--- src/rtl/fcb_pkg.sv ---
// **********************************************************************
// Shared types and constants of the configuration command path
// Command struct, word and SFR typedefs, fixed SFR addresses
// **********************************************************************

package fcb_pkg;

  // Configuration or read-back word
  typedef logic [31:0] fcb_word_t;

  // SFR address as carried in a command
  typedef logic [6:0] fcb_sfr_addr_t;

  // SFR value
  typedef logic [7:0] fcb_sfr_data_t;

  // Host command word, 40 bits
  // wr is bit 39, addr bits 38:32, data bits 31:0
  typedef struct packed {
    logic          wr;    // 1 write, 0 SFR read
    fcb_sfr_addr_t addr;  // Target address
    fcb_word_t     data;  // Cfg word or SFR value in [7:0]
  } fcb_cmd_t;

  // Configuration data words go here
  localparam fcb_sfr_addr_t FCB_CFG_DATA_ADDR = 7'h20;

  // Readback count SFR
  localparam fcb_sfr_addr_t FCB_RDBK_CMD_ADDR = 7'h21;

  // Implemented SFRs at 0x00 to 0x0F
  localparam int FCB_SFR_COUNT = 16;

  // Widths for FIFO instances
  localparam int FCB_CMD_WIDTH  = $bits(fcb_cmd_t);
  localparam int FCB_WORD_WIDTH = $bits(fcb_word_t);

endpackage

--- src/rtl/fcb_reg_unit.sv ---
// **********************************************************************
// SFR bank, configuration word FIFO and readback engine
// **********************************************************************

`timescale 1ns/100ps

module fcb_reg_unit #(
  parameter int CFG_FIFO_DEPTH_BITS = 2
) (
  input  logic                   fcb_sys_clk,
  input  logic                   fcb_sys_rst_n,
  input  fcb_pkg::fcb_cmd_t      cmd,          // Current dispatched command
  input  logic                   cfg_wr_en,
  input  logic                   sfr_wr_en,
  input  logic                   sfr_rd_en,
  input  logic                   path_on,      // Any host on
  output logic                   cfg_full,
  output fcb_pkg::fcb_sfr_data_t sfr_rd_data,  // Combinational from cmd.addr
  output logic                   crf_wr_en,    // Readback push
  output fcb_pkg::fcb_word_t     crf_wr_data,
  input  logic                   crf_full
);

  import fcb_pkg::*;

  localparam int SFR_IDX_BITS = $clog2(FCB_SFR_COUNT);

  fcb_sfr_data_t             sfr_q [FCB_SFR_COUNT];
  fcb_sfr_data_t             rdbk_cnt;   // Words still to read back
  logic                      sfr_hit;    // Address inside SFR bank
  logic [SFR_IDX_BITS-1:0]   sfr_idx;
  logic                      cfg_empty;

  assign sfr_hit = (cmd.addr < FCB_SFR_COUNT);
  assign sfr_idx = cmd.addr[SFR_IDX_BITS-1:0];

  // SFR writes, other addresses dropped
  always_ff @(posedge fcb_sys_clk or negedge fcb_sys_rst_n) begin
    if (!fcb_sys_rst_n) begin
      for (int i = 0; i < FCB_SFR_COUNT; i++) begin
        sfr_q[i] <= '0;
      end
    end else if (sfr_wr_en && sfr_hit) begin
      sfr_q[sfr_idx] <= fcb_sfr_data_t'(cmd.data);  // Low byte only
    end
  end

  // Readback count, a new load overrides a decrement
  always_ff @(posedge fcb_sys_clk or negedge fcb_sys_rst_n) begin
    if (!fcb_sys_rst_n) begin
      rdbk_cnt <= '0;
    end else if (sfr_wr_en && cmd.addr == FCB_RDBK_CMD_ADDR) begin
      rdbk_cnt <= fcb_sfr_data_t'(cmd.data);
    end else if (crf_wr_en) begin
      rdbk_cnt <= rdbk_cnt - 1'b1;
    end
  end

  // Read mux
  always_comb begin
    if (sfr_hit) begin
      sfr_rd_data = sfr_q[sfr_idx];
    end else if (cmd.addr == FCB_RDBK_CMD_ADDR) begin
      sfr_rd_data = rdbk_cnt;  // Remaining count
    end else begin
      sfr_rd_data = '0;
    end
  end

  // One word per cycle, SFR read has the read-back FIFO first
  assign crf_wr_en = (rdbk_cnt != '0) && !cfg_empty && !crf_full
                   && path_on && !sfr_rd_en;

  // Stand-in for the fabric loader
  fcb_sync_fifo #(
    .DATA_WIDTH (FCB_WORD_WIDTH),
    .DEPTH_BITS (CFG_FIFO_DEPTH_BITS)
  ) cfg_inst (
    .fcb_sys_clk   (fcb_sys_clk),
    .fcb_sys_rst_n (fcb_sys_rst_n),
    .wr_en         (cfg_wr_en),
    .wr_data       (cmd.data),
    .rd_en         (crf_wr_en),    // Pop as word moves to read-back
    .rd_data       (crf_wr_data),
    .empty         (cfg_empty),
    .empty_p1      (),
    .full          (cfg_full),
    .full_m1       ()
  );

endmodule

--- src/rtl/fcb_rw_fifo.sv ---
// **********************************************************************
// Host command merge, write FIFO and dispatch FSM
// Read-back FIFO fed by SFR reads and the readback engine
// **********************************************************************

`timescale 1ns/100ps

module fcb_rw_fifo (
  input  logic                  fcb_sys_clk,
  input  logic                  fcb_sys_rst_n,
  input  logic                  pif_on,         // Parallel host active
  input  fcb_pkg::fcb_cmd_t     pif_wr_cmd,
  input  logic                  pif_wr_en,
  input  logic                  pif_crf_rd_en,  // Read-back pop
  input  logic                  apb_on,         // APB host active
  input  fcb_pkg::fcb_cmd_t     apb_wr_cmd,
  input  logic                  apb_wr_en,
  input  logic                  apb_crf_rd_en,
  output logic                  wff_full,
  output logic                  wff_full_m1,
  output logic                  wff_ff0_of,     // Host write dropped
  output logic                  crf_empty,
  output logic                  crf_empty_p1,
  output fcb_pkg::fcb_word_t    crf_rd_data,
  output fcb_pkg::fcb_cmd_t     cmd,            // Write FIFO head
  output logic                  cfg_wr_en,
  output logic                  sfr_wr_en,
  output logic                  sfr_rd_en,
  output logic                  path_on,
  input  logic                  cfg_full,       // Cfg FIFO cannot take a word
  input  fcb_pkg::fcb_sfr_data_t sfr_rd_data,
  input  logic                  crf_wr_en,      // Readback engine push
  input  fcb_pkg::fcb_word_t    crf_wr_data,
  output logic                  crf_full,
  output logic                  crf_full_m1
);

  import fcb_pkg::*;

  // Dispatch states
  typedef enum logic [1:0] {
    ST_IDLE   = 2'b00,
    ST_CFG    = 2'b01,
    ST_SFR_WR = 2'b10,
    ST_SFR_RD = 2'b11
  } disp_state_t;

  disp_state_t             state_q;
  disp_state_t             state_d;
  logic [FCB_CMD_WIDTH-1:0] wff_wr_data;   // Merged host command
  logic                    wff_wr_en;
  logic                    wff_rd_en;
  logic                    wff_empty;
  fcb_word_t               crf_in_data;
  logic                    crf_in_en;
  logic                    crf_rd_en;

  // Hosts never overlap, so mask and OR
  assign wff_wr_data = (pif_wr_cmd & {FCB_CMD_WIDTH{pif_wr_en}})
                     | (apb_wr_cmd & {FCB_CMD_WIDTH{apb_wr_en}});
  assign wff_wr_en   = pif_wr_en | apb_wr_en;
  assign wff_ff0_of  = wff_full && wff_wr_en;  // Write lost this cycle

  assign path_on = pif_on | apb_on;

  always_ff @(posedge fcb_sys_clk or negedge fcb_sys_rst_n) begin
    if (!fcb_sys_rst_n) begin
      state_q <= ST_IDLE;
    end else begin
      state_q <= state_d;
    end
  end

  always_comb begin
    state_d   = state_q;
    cfg_wr_en = 1'b0;
    sfr_wr_en = 1'b0;
    sfr_rd_en = 1'b0;
    case (state_q)
      ST_IDLE: begin
        if (!wff_empty) begin
          if (cmd.wr && cmd.addr == FCB_CFG_DATA_ADDR) begin
            if (!cfg_full) state_d = ST_CFG;  // Stall head while cfg FIFO full
          end else if (cmd.wr) begin
            state_d = ST_SFR_WR;
          end else begin
            state_d = ST_SFR_RD;
          end
        end
      end
      ST_CFG: begin
        cfg_wr_en = 1'b1;  // Push cfg word
        state_d   = ST_IDLE;
      end
      ST_SFR_WR: begin
        sfr_wr_en = 1'b1;
        state_d   = ST_IDLE;
      end
      ST_SFR_RD: begin
        sfr_rd_en = 1'b1;  // Read data lands in read-back FIFO
        state_d   = ST_IDLE;
      end
      default: state_d = ST_IDLE;
    endcase
  end

  // Each strobe retires the head
  assign wff_rd_en = cfg_wr_en | sfr_wr_en | sfr_rd_en;

  fcb_sync_fifo #(
    .DATA_WIDTH (FCB_CMD_WIDTH),
    .DEPTH_BITS (1)
  ) wff_inst (
    .fcb_sys_clk   (fcb_sys_clk),
    .fcb_sys_rst_n (fcb_sys_rst_n),
    .wr_en         (wff_wr_en),
    .wr_data       (wff_wr_data),
    .rd_en         (wff_rd_en),
    .rd_data       (cmd),
    .empty         (wff_empty),
    .empty_p1      (),            // Not needed by dispatch
    .full          (wff_full),
    .full_m1       (wff_full_m1)
  );

  // SFR read wins, engine holds off during sfr_rd_en
  assign crf_in_data = sfr_rd_en ? fcb_word_t'(sfr_rd_data) : crf_wr_data;
  assign crf_in_en   = sfr_rd_en | crf_wr_en;
  assign crf_rd_en   = pif_crf_rd_en | apb_crf_rd_en;

  fcb_sync_fifo #(
    .DATA_WIDTH (FCB_WORD_WIDTH),
    .DEPTH_BITS (1)
  ) crf_inst (
    .fcb_sys_clk   (fcb_sys_clk),
    .fcb_sys_rst_n (fcb_sys_rst_n),
    .wr_en         (crf_in_en),
    .wr_data       (crf_in_data),
    .rd_en         (crf_rd_en),
    .rd_data       (crf_rd_data),
    .empty         (crf_empty),
    .empty_p1      (crf_empty_p1),
    .full          (crf_full),
    .full_m1       (crf_full_m1)
  );

endmodule

--- src/rtl/fcb_sync_fifo.sv ---
// **********************************************************************
// Synchronous show-ahead FIFO with empty, empty+1, full, full-1 flags
// **********************************************************************

`timescale 1ns/100ps

module fcb_sync_fifo #(
  parameter int DATA_WIDTH = 32,
  parameter int DEPTH_BITS = 1
) (
  input  logic                  fcb_sys_clk,
  input  logic                  fcb_sys_rst_n,
  input  logic                  wr_en,    // Push, ignored when full
  input  logic [DATA_WIDTH-1:0] wr_data,
  input  logic                  rd_en,    // Pop, ignored when empty
  output logic [DATA_WIDTH-1:0] rd_data,  // Head word, valid when not empty
  output logic                  empty,
  output logic                  empty_p1, // Exactly one entry
  output logic                  full,
  output logic                  full_m1   // One free slot left
);

  localparam int DEPTH = 1 << DEPTH_BITS;

  // Pointers and count carry one extra bit
  typedef logic [DEPTH_BITS:0] ptr_t;

  localparam ptr_t PTR_ONE     = {{DEPTH_BITS{1'b0}}, 1'b1};
  localparam ptr_t FULL_CNT    = {1'b1, {DEPTH_BITS{1'b0}}};
  localparam ptr_t FULL_M1_CNT = FULL_CNT - PTR_ONE;

  logic [DATA_WIDTH-1:0] mem [DEPTH];  // Storage, no reset
  ptr_t                  wr_ptr;
  ptr_t                  rd_ptr;
  ptr_t                  count;       // Occupancy
  logic                  wr_ok;
  logic                  rd_ok;

  assign wr_ok = wr_en && !full;   // Drop writes on full
  assign rd_ok = rd_en && !empty;  // Drop reads on empty

  always_ff @(posedge fcb_sys_clk) begin
    if (wr_ok) begin
      mem[wr_ptr[DEPTH_BITS-1:0]] <= wr_data;
    end
  end

  always_ff @(posedge fcb_sys_clk or negedge fcb_sys_rst_n) begin
    if (!fcb_sys_rst_n) begin
      wr_ptr <= '0;
      rd_ptr <= '0;
      count  <= '0;
    end else begin
      if (wr_ok) wr_ptr <= wr_ptr + PTR_ONE;
      if (rd_ok) rd_ptr <= rd_ptr + PTR_ONE;
      case ({wr_ok, rd_ok})
        2'b10:   count <= count + PTR_ONE;
        2'b01:   count <= count - PTR_ONE;
        default: count <= count;  // Both or neither, level unchanged
      endcase
    end
  end

  // Show-ahead head
  assign rd_data = mem[rd_ptr[DEPTH_BITS-1:0]];

  // Flags straight from occupancy
  assign empty    = (count == '0);
  assign empty_p1 = (count == PTR_ONE);
  assign full     = (count == FULL_CNT);
  assign full_m1  = (count == FULL_M1_CNT);

endmodule

--- src/rtl/fcb_top.sv ---
// **********************************************************************
// Top level, command path joined to the register unit
// **********************************************************************

`timescale 1ns/100ps

module fcb_top #(
  parameter int CFG_FIFO_DEPTH_BITS = 2  // Cfg FIFO holds 4 words
) (
  input  logic               fcb_sys_clk,
  input  logic               fcb_sys_rst_n,
  input  logic               pif_on,
  input  fcb_pkg::fcb_cmd_t  pif_wr_cmd,
  input  logic               pif_wr_en,
  input  logic               pif_crf_rd_en,
  input  logic               apb_on,
  input  fcb_pkg::fcb_cmd_t  apb_wr_cmd,
  input  logic               apb_wr_en,
  input  logic               apb_crf_rd_en,
  output logic               wff_full,
  output logic               wff_full_m1,
  output logic               wff_ff0_of,
  output logic               crf_empty,
  output logic               crf_empty_p1,
  output fcb_pkg::fcb_word_t crf_rd_data
);

  import fcb_pkg::*;

  fcb_cmd_t      cmd;
  logic          cfg_wr_en;
  logic          sfr_wr_en;
  logic          sfr_rd_en;
  logic          path_on;
  logic          cfg_full;
  fcb_sfr_data_t sfr_rd_data;
  logic          crf_wr_en;    // Readback engine to read-back FIFO
  fcb_word_t     crf_wr_data;
  logic          crf_full;

  fcb_rw_fifo rw_fifo_inst (
    .fcb_sys_clk   (fcb_sys_clk),
    .fcb_sys_rst_n (fcb_sys_rst_n),
    .pif_on        (pif_on),
    .pif_wr_cmd    (pif_wr_cmd),
    .pif_wr_en     (pif_wr_en),
    .pif_crf_rd_en (pif_crf_rd_en),
    .apb_on        (apb_on),
    .apb_wr_cmd    (apb_wr_cmd),
    .apb_wr_en     (apb_wr_en),
    .apb_crf_rd_en (apb_crf_rd_en),
    .wff_full      (wff_full),
    .wff_full_m1   (wff_full_m1),
    .wff_ff0_of    (wff_ff0_of),
    .crf_empty     (crf_empty),
    .crf_empty_p1  (crf_empty_p1),
    .crf_rd_data   (crf_rd_data),
    .cmd           (cmd),
    .cfg_wr_en     (cfg_wr_en),
    .sfr_wr_en     (sfr_wr_en),
    .sfr_rd_en     (sfr_rd_en),
    .path_on       (path_on),
    .cfg_full      (cfg_full),
    .sfr_rd_data   (sfr_rd_data),
    .crf_wr_en     (crf_wr_en),
    .crf_wr_data   (crf_wr_data),
    .crf_full      (crf_full),
    .crf_full_m1   ()            // Engine pushes one word at a time
  );

  fcb_reg_unit #(
    .CFG_FIFO_DEPTH_BITS (CFG_FIFO_DEPTH_BITS)
  ) reg_unit_inst (
    .fcb_sys_clk   (fcb_sys_clk),
    .fcb_sys_rst_n (fcb_sys_rst_n),
    .cmd           (cmd),
    .cfg_wr_en     (cfg_wr_en),
    .sfr_wr_en     (sfr_wr_en),
    .sfr_rd_en     (sfr_rd_en),
    .path_on       (path_on),
    .cfg_full      (cfg_full),
    .sfr_rd_data   (sfr_rd_data),
    .crf_wr_en     (crf_wr_en),
    .crf_wr_data   (crf_wr_data),
    .crf_full      (crf_full)
  );

endmodule

--- config.mk ---
export PLATFORM = sky130hd
export DESIGN_NAME = fcb_top
export DESIGN_NICKNAME = d
export VERILOG_FILES = /design/src/rtl/fcb_pkg.sv /design/src/rtl/fcb_reg_unit.sv /design/src/rtl/fcb_rw_fifo.sv /design/src/rtl/fcb_sync_fifo.sv /design/src/rtl/fcb_top.sv
export SDC_FILE = /design/constraint.sdc
export NUM_CORES = 1
export LEC_CHECK = 0
export BUFFER_PORTS_ARGS = -buffer_cell sky130_fd_sc_hd__buf_2
export CAP_MARGIN = 10
export CORE_ASPECT_RATIO = 0.5
export CORE_MARGIN = 2
export CORE_UTILIZATION = 55
export CTS_CLUSTER_SIZE = 16
export DETAILED_ROUTE_END_ITERATION = 8
export MAX_ROUTING_LAYER = met4
export PLACE_DENSITY = 0.74
export SLEW_MARGIN = 25
export SYNTH_ARGS = -nofsm -noshare
export SYNTH_HDL_FRONTEND = slang
export SYNTH_SLANG_ARGS = --single-unit
--- constraint.sdc ---
create_clock -name fcb_sys_clk -period 3.8 [get_ports fcb_sys_clk]
set_input_delay 0 -clock fcb_sys_clk [delete_from_list [all_inputs] [get_ports fcb_sys_clk]]
set_output_delay 0 -clock fcb_sys_clk [all_outputs]
set_load 0.01 [all_outputs]
==> metrics.txt, run 1 <==
run status finished, final reports clean; Warnings, synthesis 0; max cap viols 0; Post-Synthesis Cells 1125; largest area contributor in the synthesized netlist sky130_fd_sc_hd__edfxtp_1; Vias per Instance between 5 and 6; post-route setup slack ~0.38 ns; Worst-Skew Late Latency around 0.55 ns; final-layout fill cell count 2135; number of failing hold endpoints at the final stage 0; sum of net half-perimeters after detailed placement about 27000 µm; top cell type's share of synthesized area between 40% and 50%; data arrival time at the worst-slack endpoint ~3.6 ns; actual transition at the worst max-transition pin 1.11 ns; overall power consumption 17.7 mW; area inside the core boundary 31900 µm²; crit share post-route around nine tenths; Net Count, Synth approximately 1200; count of hold buffers inserted by post-cts repair 83; Seq/Total Area, Yosys roughly two thirds; # IOs approximately 130; count leader, synth sky130_fd_sc_hd__edfxtp_1; setup violators final 0; final instance area around 21000 µm²; post-route non-filler standard cell count around 1800; Initial DRC Count approximately 750; TritonCTS clock tree built; Initial DRT Pass Iterations 6; total global-route track usage 26.0%; total grt overflow 0; fraction of layout instances using a drive strength above 1 a little under a third; final routed wirelength across all metal layers around 42000 µm; number of placed cells counting well taps approximately 1700; detailed-route wire length per cell between 20 and 25 µm; worst path required time 4.00 ns; logic depth of the worst register-to-register path 6; mapped cell area 18000 µm²; ranking of synthesized cells by area sky130_fd_sc_hd__edfxtp_1, sky130_fd_sc_hd__dfrtp_1, sky130_fd_sc_hd__mux2_2; number of nets with antenna violations after detailed routing 0; number of library cell types mapped by synthesis 64; Layout Nets ~1500; async set-or-reset flop fraction in the synthesized netlist about 36%; PwrDens between 800 and 900 nW/µm²; number of H-tree levels 2; Leakage Power around 8.4 nW; most frequently used flop master after synthesis sky130_fd_sc_hd__edfxtp_1; worst rel slew slack between 20 and 25%; accumulated negative setup slack 0 ns; largest net degree at the start of global routing 100; pins over their slew limit 0; die width between 200 and 300 µm; vias in the first global route roughly 11000; number of flip-flops and latches in the synthesized netlist roughly 430; global-route wire length before repair roughly 65000 µm; total CTS buffers 38; min cycle time layout around 3.4 ns; clock-pin transition on the worst setup and hold timing paths ~0.070 ns; Critical Path End Type flop; CTS sink cnt 425; overall via count from detail_route around 11000; path type of the worst min-delay path in2async; top post-synthesis cells by count sky130_fd_sc_hd__edfxtp_1, sky130_fd_sc_hd__dfrtp_1, sky130_fd_sc_hd__mux2_2; placement-stage worst setup slack ~0.53 ns; Cell Rows 46; number of port buffers 124; Placed Instance Area 19300 µm²; initial antenna violation count 2; starting density of the core 56.4%; RSZ-0062 raised after global routing false; maximum vdd ir drop 0.347 mV; Max Freq 0.292 GHz; # DRC 0; Mapped Avg Cell Area approximately 16 µm²; Clk Tree Root Cell sky130_fd_sc_hd__clkbuf_16; startpoint type of the worst setup path flop; largest driver fanout on the critical path 21; number of enable-type register cells in the synthesized netlist approximately 270; global placement routability congestion 0.906; type of the worst setup path reg2reg; die height 132 µm; buffers from clock root to sink, at most 3; clock tree skew after final layout 0.0119 ns; area of the die ~34000 µm²; Layout Area Growth over Synthesis 18.1%; post_cts resized 0; post-CTS setup buffer count 0
==> metal layers <==
metal / vias up / wire length [µm] / track usage, %
met4: 0 / 949 / 7.34
met5: - / 0 / -
met2: 356 / 21100 / 42.7
met1: 5586 / 17600 / 33.3
met3: 86 / 2620 / 5.15
li1: 4768 / - / -
==> per-stage QoR <==
step / util (%) / hold WS (ns)
6_report: 66.7 / 0.0781
5_1_grt: 66.7 / 0.206
4_1_cts: 66.7 / 0.149
3_5_place_dp: 60.3 / 0.177
3_3_place_gp: 60.3 / 0.147
2_1_floorplan: - / -0.296
==> registers in the layout (all words and copies together) (netlist names) <==
| signal | count |
|---|---|
| rw_fifo_inst.wff_inst.mem | 80 |
| rw_fifo_inst.crf_inst.mem | 64 |
| reg_unit_inst.sfr_q | 128 |
| rw_fifo_inst.crf_inst.count | 2 |
| reg_unit_inst.cfg_inst.rd_ptr | 2 |
| rw_fifo_inst.wff_inst.rd_ptr | 1 |
| reg_unit_inst.cfg_inst.wr_ptr | 2 |
| rw_fifo_inst.crf_inst.wr_ptr | 1 |
| reg_unit_inst.cfg_inst.mem | 128 |
| rw_fifo_inst.wff_inst.count | 2 |
| rw_fifo_inst.crf_inst.rd_ptr | 1 |
| reg_unit_inst.rdbk_cnt | 8 |
| rw_fifo_inst.wff_inst.wr_ptr | 1 |
| reg_unit_inst.cfg_inst.count | 3 |
| rw_fifo_inst.state_q | 2 |
==> worst paths after layout <==
path | startpoint | endpoint | slack (ns)
hold reg to reg | reg_unit_inst.sfr_q[56]$_DFFE_PN0P_ | reg_unit_inst.sfr_q[56]$_DFFE_PN0P_ | 0.48
max in group asynchronous | fcb_sys_rst_n | reg_unit_inst.cfg_inst.rd_ptr[0]$_DFFE_PN0P_ | 2.86
hold / removal | fcb_sys_rst_n | reg_unit_inst.sfr_q[6]$_DFFE_PN0P_ | 0.08
setup / recovery | rw_fifo_inst.wff_inst.rd_ptr[0]$_DFFE_PN0P_ | rw_fifo_inst.crf_inst.mem[1][4]$_DFFE_PP_ | 0.38
setup reg to reg | rw_fifo_inst.wff_inst.rd_ptr[0]$_DFFE_PN0P_ | rw_fifo_inst.crf_inst.mem[1][4]$_DFFE_PP_ | 0.38
min in group fcb_sys_clk | pif_on | rw_fifo_inst.crf_inst.wr_ptr[0]$_DFFE_PN0P_ | 0.16
==> cell type report <==
cell class	instances	area [µm²]	area share [%]
sequential	425	12000	56.3
clock inverter	18	106	0.499
multi-input combinational	621	5660	26.6
antenna	1	2.50	0.0118
timing repair buffer	249	1810	8.50
clock buffer	48	1090	5.14
tap	432	541	2.54
inverter	22	82.6	0.388
==> critical path: stages (launching register included) <==
cell and delay (ns):
sky130_fd_sc_hd__dfrtp_2 0.69, sky130_fd_sc_hd__mux2_4 0.44, sky130_fd_sc_hd__buf_4 0.29, sky130_fd_sc_hd__mux2i_1 0.32, sky130_fd_sc_hd__nor3_1 0.09, sky130_fd_sc_hd__a2111oi_0 0.94, sky130_fd_sc_hd__a221oi_1 0.30
==> cells by family (layout without fill, tap and decap cells) <==
kind of cell             Yosys count  after routing  share of synthesized area [%]
flip-flops                       425            425                           66.5
multiplexers                     216            216                           16.3
AND/OR/NAND/NOR                  210            210                           6.84
AO/OA/AOI/OAI                    161            161                           6.09
buffers and inverters             79            337                           2.23
XOR/XNOR                          19             19                          0.923
adder cells (fa/ha/maj)           15             15                           1.08
other                              0              1                              0
==> cell usage in the layout, fill, tap and decap left out, drive strengths merged, types with 9 or more instances in the layout <==
cell | Yosys | layout
edfxtp | 272 | 272
buf | 29 | 166
dfrtp | 153 | 153
mux2 | 123 | 123
dlygate4sd3 | 0 | 83
nor2 | 62 | 62
nand2 | 55 | 55
mux4 | 48 | 48
clkbuf | 28 | 48
mux2i | 45 | 45
o21ai | 42 | 42
a22o | 41 | 41
a21oi | 35 | 35
and2 | 31 | 31
clkinv | 6 | 23
nor3 | 20 | 20
inv | 16 | 16
ha | 14 | 14
nor4 | 12 | 12
xnor2 | 10 | 10
xor2 | 9 | 9
==> where the power goes <==
group	internal [mW]	switching, mW	leakage (nW)
Sequential	7.01	0.905	4.58
Combinational	2.60	3.42	3.25
Clock	2.05	1.68	0.593
Note: power is estimated with default switching activity, not from simulation.
==> inputs of run 2 (changes only) <==
--- a/config.mk
+++ b/config.mk
@@ -13,7 +13,7 @@
 export CTS_CLUSTER_SIZE = 16
 export DETAILED_ROUTE_END_ITERATION = 8
 export MAX_ROUTING_LAYER = met4
-export PLACE_DENSITY = 0.74
+export PLACE_DENSITY = 0.83
 export SLEW_MARGIN = 25
 export SYNTH_ARGS = -nofsm -noshare
 export SYNTH_HDL_FRONTEND = slang
==> constraint.sdc (replaced) <==
create_clock -name fcb_sys_clk -period 3.8 [get_ports fcb_sys_clk]
set_input_delay 0.38 -clock fcb_sys_clk [delete_from_list [all_inputs] [get_ports fcb_sys_clk]]
set_output_delay 0.38 -clock fcb_sys_clk [all_outputs]
set_load 0.01 [all_outputs]
==> run 2 against run 1 <==
Net effect:
- setup slack gained 0.15 ns
- highest routed layer unchanged
- largest power group unchanged
- register-to-register slack gained 0.15 ns
- the run now ends with negative hold slack left
- non-clock buffer count down 89
==> metrics.txt, run 2 (synthesis results as in run 1) <==
crit-path cells mux2_4 -> buf_4 -> mux2i_1 -> nor3_1 -> a2111oi_0 -> a221oi_1 (unchanged); largest net degree at the start of global routing 109 (was 100); fraction of layout instances using a drive strength above 1 32.4% (was 30.7%); Initial DRT Pass Iterations 5 (was 6); number of nets with antenna violations after detailed routing 0 (unchanged); total global-route track usage 25.8% (was 26.0%); largest driver fanout on the critical path 39 (was 21); global-route wire length before repair 64800 µm (was 65500 µm); sequential share of power 44.6% (was 44.8%); most common cell after layout, fill and taps aside sky130_fd_sc_hd__edfxtp_1 (unchanged); total grt overflow 0 (unchanged); Max Freq 0.305 GHz (was 0.292 GHz); Vias per Instance 6.12 (was 5.94); run status finished, violations left (was finished, final reports clean); Initial DRC Count 976 (was 752); accumulated negative setup slack 0 ns (unchanged); total CTS buffers 38 (unchanged); Worst-Skew Late Latency 0.54 ns (was 0.55 ns); max cap viols 0 (unchanged); area inside the core boundary 31900 µm² (unchanged); PwrDens 865 nW/µm² (was 830 nW/µm²); Buf+Inv Stages, Crit Path 1 (unchanged); overall via count from detail_route 10600 (was 10800); type of the worst setup path reg2reg (unchanged); path type of the worst min-delay path in2async (unchanged); actual transition at the worst max-transition pin 1.01 ns (was 1.11 ns); Layout Nets 1371 (was 1460); vias in the first global route 11200 (was 11300); worst path required time 4.02 ns (was 4.00 ns); combinational power share 34.0% (was 34.1%); net switching component of the power 6.03 mW (was 6.01 mW); post_cts resized 0 (unchanged); most used cells in the layout excluding fill and tap cells sky130_fd_sc_hd__edfxtp_1, sky130_fd_sc_hd__dfrtp_1, sky130_fd_sc_hd__buf_2 (unchanged); clock tree skew after final layout 0.00732 ns (was 0.0119 ns); Critical Path End Type flop (unchanged); number of port buffers 124 (unchanged); buffers from clock root to sink, at most 3 (unchanged); Clk pwr share 21.3% (was 21.1%); TritonCTS clock tree built (unchanged); # IOs 125 (unchanged); number of failing hold endpoints at the final stage 39 (was 0); crit share post-route 86.2% (was 90.1%); max incr delay on CP 0.77 ns (was 0.94 ns); worst rel slew slack 32.6% (was 24.4%); starting density of the core 56.4% (unchanged); RSZ-0062 raised after global routing false (unchanged); data arrival time at the worst-slack endpoint 3.50 ns (was 3.63 ns); cell family with the largest share of critical-path delay compound AO/OA/AOI/OAI gates (unchanged); post-route setup slack 0.524 ns (was 0.376 ns); Worst Hold Slack -0.0447 ns (was 0.0781 ns); die width 260 µm (unchanged); Cell Rows 46 (unchanged); die height 132 µm (unchanged); final routed wirelength across all metal layers 41700 µm (was 42300 µm); setup violators final 0 (unchanged); Layout Area Growth over Synthesis 13.0% (was 18.1%); startpoint type of the worst setup path flop (unchanged); clock-pin transition on the worst setup and hold timing paths 0.06 ns (was 0.07 ns); detailed-route wire length per cell 24.1 µm (was 23.3 µm); area of the die 34300 µm² (unchanged); # DRC 0 (unchanged); diodes inserted 0 (was 1); maximum vdd ir drop 0.394 mV (was 0.347 mV); post-CTS setup buffer count 0 (unchanged); placement-stage worst setup slack 0.652 ns (was 0.535 ns); min cycle time layout 3.28 ns (was 3.42 ns); violated checks negative hold slack; Worst path slowest cell sky130_fd_sc_hd__a2111oi_0 (unchanged); switching portion of total power 34.2% (was 34.0%); Clk Tree Root Cell sky130_fd_sc_hd__clkbuf_16 (unchanged); Leakage Power 8.01 nW (was 8.42 nW); number of H-tree levels 2 (unchanged); count of hold buffers inserted by post-cts repair 0 (was 83); internal power 11.6 mW (was 11.7 mW); global placement routability congestion 0.951 (was 0.906); pins over their slew limit 0 (unchanged); overall power consumption 17.6 mW (was 17.7 mW); initial antenna violation count 1 (was 2); sum of net half-perimeters after detailed placement 27500 µm (was 26900 µm); CTS sink cnt 425 (unchanged)
[run 2: changes by cell type in the layout (fill, tap and decap cells not counted), moves of 3 or more]
cell,before,now
sky130_fd_sc_hd__clkbuf_8,2,5
sky130_fd_sc_hd__dlygate4sd3_1,83,0
sky130_fd_sc_hd__buf_4,39,36
sky130_fd_sc_hd__clkbuf_16,42,39
sky130_fd_sc_hd__clkbuf_1,4,7
sky130_fd_sc_hd__buf_12,3,0
[run 2: metal layers]
layer / routed length [µm] / track usage, % / vias to the layer above
li1: - / - / 4582
met2: 20800 / 41.6 / 479
met3: 3420 / 6.79 / 141
met1: 15700 / 31.2 / 5380
met4: 1820 / 10.8 / 0
met5: 0 / - / -
[run 2: final timing paths]
path | startpoint | to | slack [ns] | depth (start not counted)
worst min register to register | reg_unit_inst.sfr_q[94]$_DFFE_PN0P_ | reg_unit_inst.sfr_q[94]$_DFFE_PN0P_ | 0.48 | 2
max in group asynchronous | fcb_sys_rst_n | reg_unit_inst.sfr_q[32]$_DFFE_PN0P_ | 2.99 | 2
worst max-delay path | rw_fifo_inst.wff_inst.rd_ptr[0]$_DFFE_PN0P_ | rw_fifo_inst.crf_inst.mem[0][1]$_DFFE_PP_ | 0.52 | 6
worst max register to register | rw_fifo_inst.wff_inst.rd_ptr[0]$_DFFE_PN0P_ | rw_fifo_inst.crf_inst.mem[0][1]$_DFFE_PP_ | 0.52 | 6
worst min-delay path | fcb_sys_rst_n | reg_unit_inst.sfr_q[77]$_DFFE_PN0P_ | -0.04 | 1
min in group fcb_sys_clk | apb_wr_cmd[26] | rw_fifo_inst.wff_inst.mem[0][26]$_DFFE_PP_ | 0.16 | 2
[run 2: final cells by class]
class,count,area (µm²)
Clock buffer,50,1060
Tap cell,432,541
Inverter,22,82.6
Clock inverter,19,151
Fill cell,2124,11600
Timing Repair Buffer,160,900
Multi-Input combinational cell,621,5650
Sequential cell,425,12000
[run 2: per-stage QoR]
| step | std cells | area, µm² | utilization (%) |
|---|---|---|---|
| 2_1_floorplan | 1125 | 18000 | - |
| 3_3_place_gp | 1660 | 19200 | 60.0 |
| 3_5_place_dp | 1660 | 19200 | 60.0 |
| 4_1_cts | 1729 | 20400 | 63.8 |
| 5_1_grt | 1729 | 20400 | 63.8 |
| 6_report | 1729 | 20400 | 63.8 |
[run 2: power by group through the flow]
stage / clock [mW] / sequential (mW) / combinational [mW]
floorplan: 0 / 7.54 / 4.20
global placement: 0 / 7.80 / 5.68
detailed placement: 0 / 7.92 / 5.92
CTS: 3.81 / 7.86 / 5.99
global route: 3.99 / 8.02 / 6.45
finish: 3.76 / 7.87 / 6.00
==> inputs of run 3 (changes only) <==
==> constraint.sdc (replaced) <==
create_clock -name fcb_sys_clk -period 3.8 [get_ports fcb_sys_clk]
set_input_delay 0.38 -clock fcb_sys_clk [delete_from_list [all_inputs] [get_ports fcb_sys_clk]]
set_output_delay 0.38 -clock fcb_sys_clk [all_outputs]
set_load 0.05 [all_outputs]
==> run 3 against run 2 <==
Net effect:
- the flow still finishes with violations (negative hold slack)
- utilization increased by 0.17 points
- final cell count about the same
- non-clock buffer count unchanged
- critical path depth unchanged
- worst hold slack got worse by 0.031 ns
- critical endpoint unchanged
- design area increased by 0.27%
- flip-flop and latch count unchanged
- global-route usage decreased by 0.15 points
- setup slack improved by 0.11 ns
- maximum frequency increased by 3.3%
- register-to-register slack improved by 0.11 ns
- first-iteration DRC count increased by 5.9%
==> metrics.txt, run 3 (synthesis results as in run 1) <==
PwrDens 915 nW/µm² (was 865 nW/µm²); setup slack, reg-to-reg 0.63 ns (was 0.52 ns); area inside the core boundary 31900 µm² (unchanged); run status finished, violations left (unchanged); buffers from clock root to sink, at most 3 (unchanged); sum of net half-perimeters after detailed placement 27000 µm (was 27500 µm); number of failing hold endpoints at the final stage 65 (was 39); Initial DRC Count 1034 (was 976); startpoint type of the worst setup path flop (unchanged); violated checks negative hold slack (unchanged); overall power consumption 18.7 mW (was 17.6 mW); Critical Path End Type flop (unchanged); crit share post-route 83.4% (was 86.2%); termination of the worst setup path rw_fifo_inst.crf_inst.mem[0][1]$_DFFE_PP_ (unchanged); global placement routability congestion 0.950 (was 0.951); worst path required time 4.05 ns (was 4.02 ns); beginning of the critical path rw_fifo_inst.wff_inst.rd_ptr[0]$_DFFE_PN0P_ (unchanged); Vias per Instance 6.12 (about the same); post_cts resized 0 (unchanged); Max Freq 0.315 GHz (was 0.305 GHz); Clk Tree Root Cell sky130_fd_sc_hd__clkbuf_16 (unchanged); logic depth of the worst register-to-register path 6 (unchanged); clock-pin transition on the worst setup and hold timing paths 0.07 ns (was 0.06 ns); post-route setup slack 0.630 ns (was 0.524 ns); pins over their slew limit 0 (unchanged); actual transition at the worst max-transition pin 1.04 ns (was 1.01 ns); peak-usage layer in the global routing report met2 (unchanged); largest driver fanout on the critical path 39 (unchanged); TritonCTS clock tree built (unchanged); total CTS buffers 38 (unchanged); share of the core filled with cells 64.0% (was 63.8%); min cycle time layout 3.17 ns (was 3.28 ns); maximum vdd ir drop 0.457 mV (was 0.394 mV); number of H-tree levels 2 (unchanged); starting density of the core 56.4% (unchanged); met1 Use GR 31.0% (was 31.2%); total grt overflow 0 (unchanged); number of nets with antenna violations after detailed routing 0 (unchanged); die width 260 µm (unchanged); accumulated negative setup slack 0 ns (unchanged); vias in the first global route 11200 (about the same); # DRC 0 (unchanged); area of the die 34300 µm² (unchanged); path type of the worst min-delay path in2async (unchanged); total global-route track usage 25.7% (was 25.8%); M2 GR Usage 42.5% (was 41.6%); type of the worst setup path reg2reg (unchanged); overall via count from detail_route 10600 (about the same); detailed-route wire length per cell 24.1 µm (about the same); RSZ-0062 raised after global routing false (unchanged); largest net degree at the start of global routing 109 (unchanged); fraction of layout instances using a drive strength above 1 32.3% (was 32.4%); clock tree skew after final layout 0.0170 ns (was 0.00732 ns); die height 132 µm (unchanged); placement-stage worst setup slack 0.682 ns (was 0.652 ns); Worst Hold Slack -0.0753 ns (was -0.0447 ns); worst rel slew slack 30.5% (was 32.6%); global-route wire length before repair 64600 µm (was 64800 µm); data arrival time at the worst-slack endpoint 3.42 ns (was 3.50 ns); post-CTS setup buffer count 0 (unchanged); beginning of the worst register-to-register path rw_fifo_inst.wff_inst.rd_ptr[0]$_DFFE_PN0P_ (unchanged); final routed wirelength across all metal layers 41700 µm (about the same); GR Layer Usage met3 6.00% (was 6.79%); initial antenna violation count 1 (unchanged); Layout Nets 1371 (unchanged); Cell Rows 46 (unchanged); Initial DRT Pass Iterations 5 (unchanged); # IOs 125 (unchanged); max cap viols 0 (unchanged); setup violators final 0 (unchanged); Leakage Power 8.04 nW (was 8.01 nW); CTS sink cnt 425 (unchanged); number of port buffers 124 (unchanged); most common cell after layout, fill and taps aside sky130_fd_sc_hd__edfxtp_1 (unchanged); Layout Area Growth over Synthesis 13.3% (was 13.0%); Crit Reg-Reg Endpoint rw_fifo_inst.crf_inst.mem[0][1]$_DFFE_PP_ (unchanged); count of hold buffers inserted by post-cts repair 0 (unchanged); Worst-Skew Late Latency 0.56 ns (was 0.54 ns); most used cells in the layout excluding fill and tap cells sky130_fd_sc_hd__edfxtp_1, sky130_fd_sc_hd__dfrtp_1, sky130_fd_sc_hd__buf_2 (unchanged)
-- run 3: per-stage QoR --
stage                     instance area, µm²  instances  hold slack, ns
after global routing                   20400       1730          0.0311
final                                  20400       1730         -0.0753
after global placement                 19200       1660           0.462
after floorplan                        18000       1125          0.0844
after detailed placement               19200       1660           0.470
after CTS                              20400       1729         0.00910
-- run 3: routing by layer --
metal	wire length, µm	up-vias
met5	0	-
met4	1440	0
met3	3310	111
met2	21200	487
met1	15800	5399
li1	-	4595
-- run 3: worst max-delay path, cell delays in order, from the launching register on --
cell	delay [ns]
sky130_fd_sc_hd__dfrtp_2	0.50
sky130_fd_sc_hd__mux2_4	0.72
sky130_fd_sc_hd__buf_4	0.37
sky130_fd_sc_hd__mux2i_1	0.23
sky130_fd_sc_hd__nor3_1	0.07
sky130_fd_sc_hd__a2111oi_0	0.72
sky130_fd_sc_hd__a221oi_1	0.24
-- run 3: layout make-up --
type / count / area, µm²
Antenna cell: 1 / 2.50
Clock inverter: 21 / 221
Timing Repair Buffer: 160 / 900
Sequential cell: 425 / 12000
Tap cell: 432 / 541
Multi-Input combinational cell: 621 / 5650
Inverter: 22 / 82.6
Fill cell: 2143 / 11500
Clock buffer: 48 / 1040
-- run 3: power breakdown --
part	total (mW)	switching, mW	internal, mW
Sequential	7.92	0.904	7.02
Clock	3.93	1.70	2.23
Combinational	6.85	4.37	2.48
Total	18.7	6.97	11.7
-- run 3: how the worst min path moves through the flow --
| stage | from | depth (start not counted) | endpoint |
|---|---|---|---|
| finish | fcb_sys_rst_n | 1 | reg_unit_inst.sfr_q[69]$_DFFE_PN0P_ |
| global route | fcb_sys_rst_n | 1 | rw_fifo_inst.crf_inst.wr_ptr[0]$_DFFE_PN0P_ |
| CTS | fcb_sys_rst_n | 1 | reg_unit_inst.sfr_q[75]$_DFFE_PN0P_ |
| detailed placement | reg_unit_inst.sfr_q[92]$_DFFE_PN0P_ | 2 | reg_unit_inst.sfr_q[92]$_DFFE_PN0P_ |
| global placement | reg_unit_inst.sfr_q[92]$_DFFE_PN0P_ | 2 | reg_unit_inst.sfr_q[92]$_DFFE_PN0P_ |
| floorplan | fcb_sys_rst_n | 0 | reg_unit_inst.cfg_inst.count[0]$_DFFE_PN0P_ |
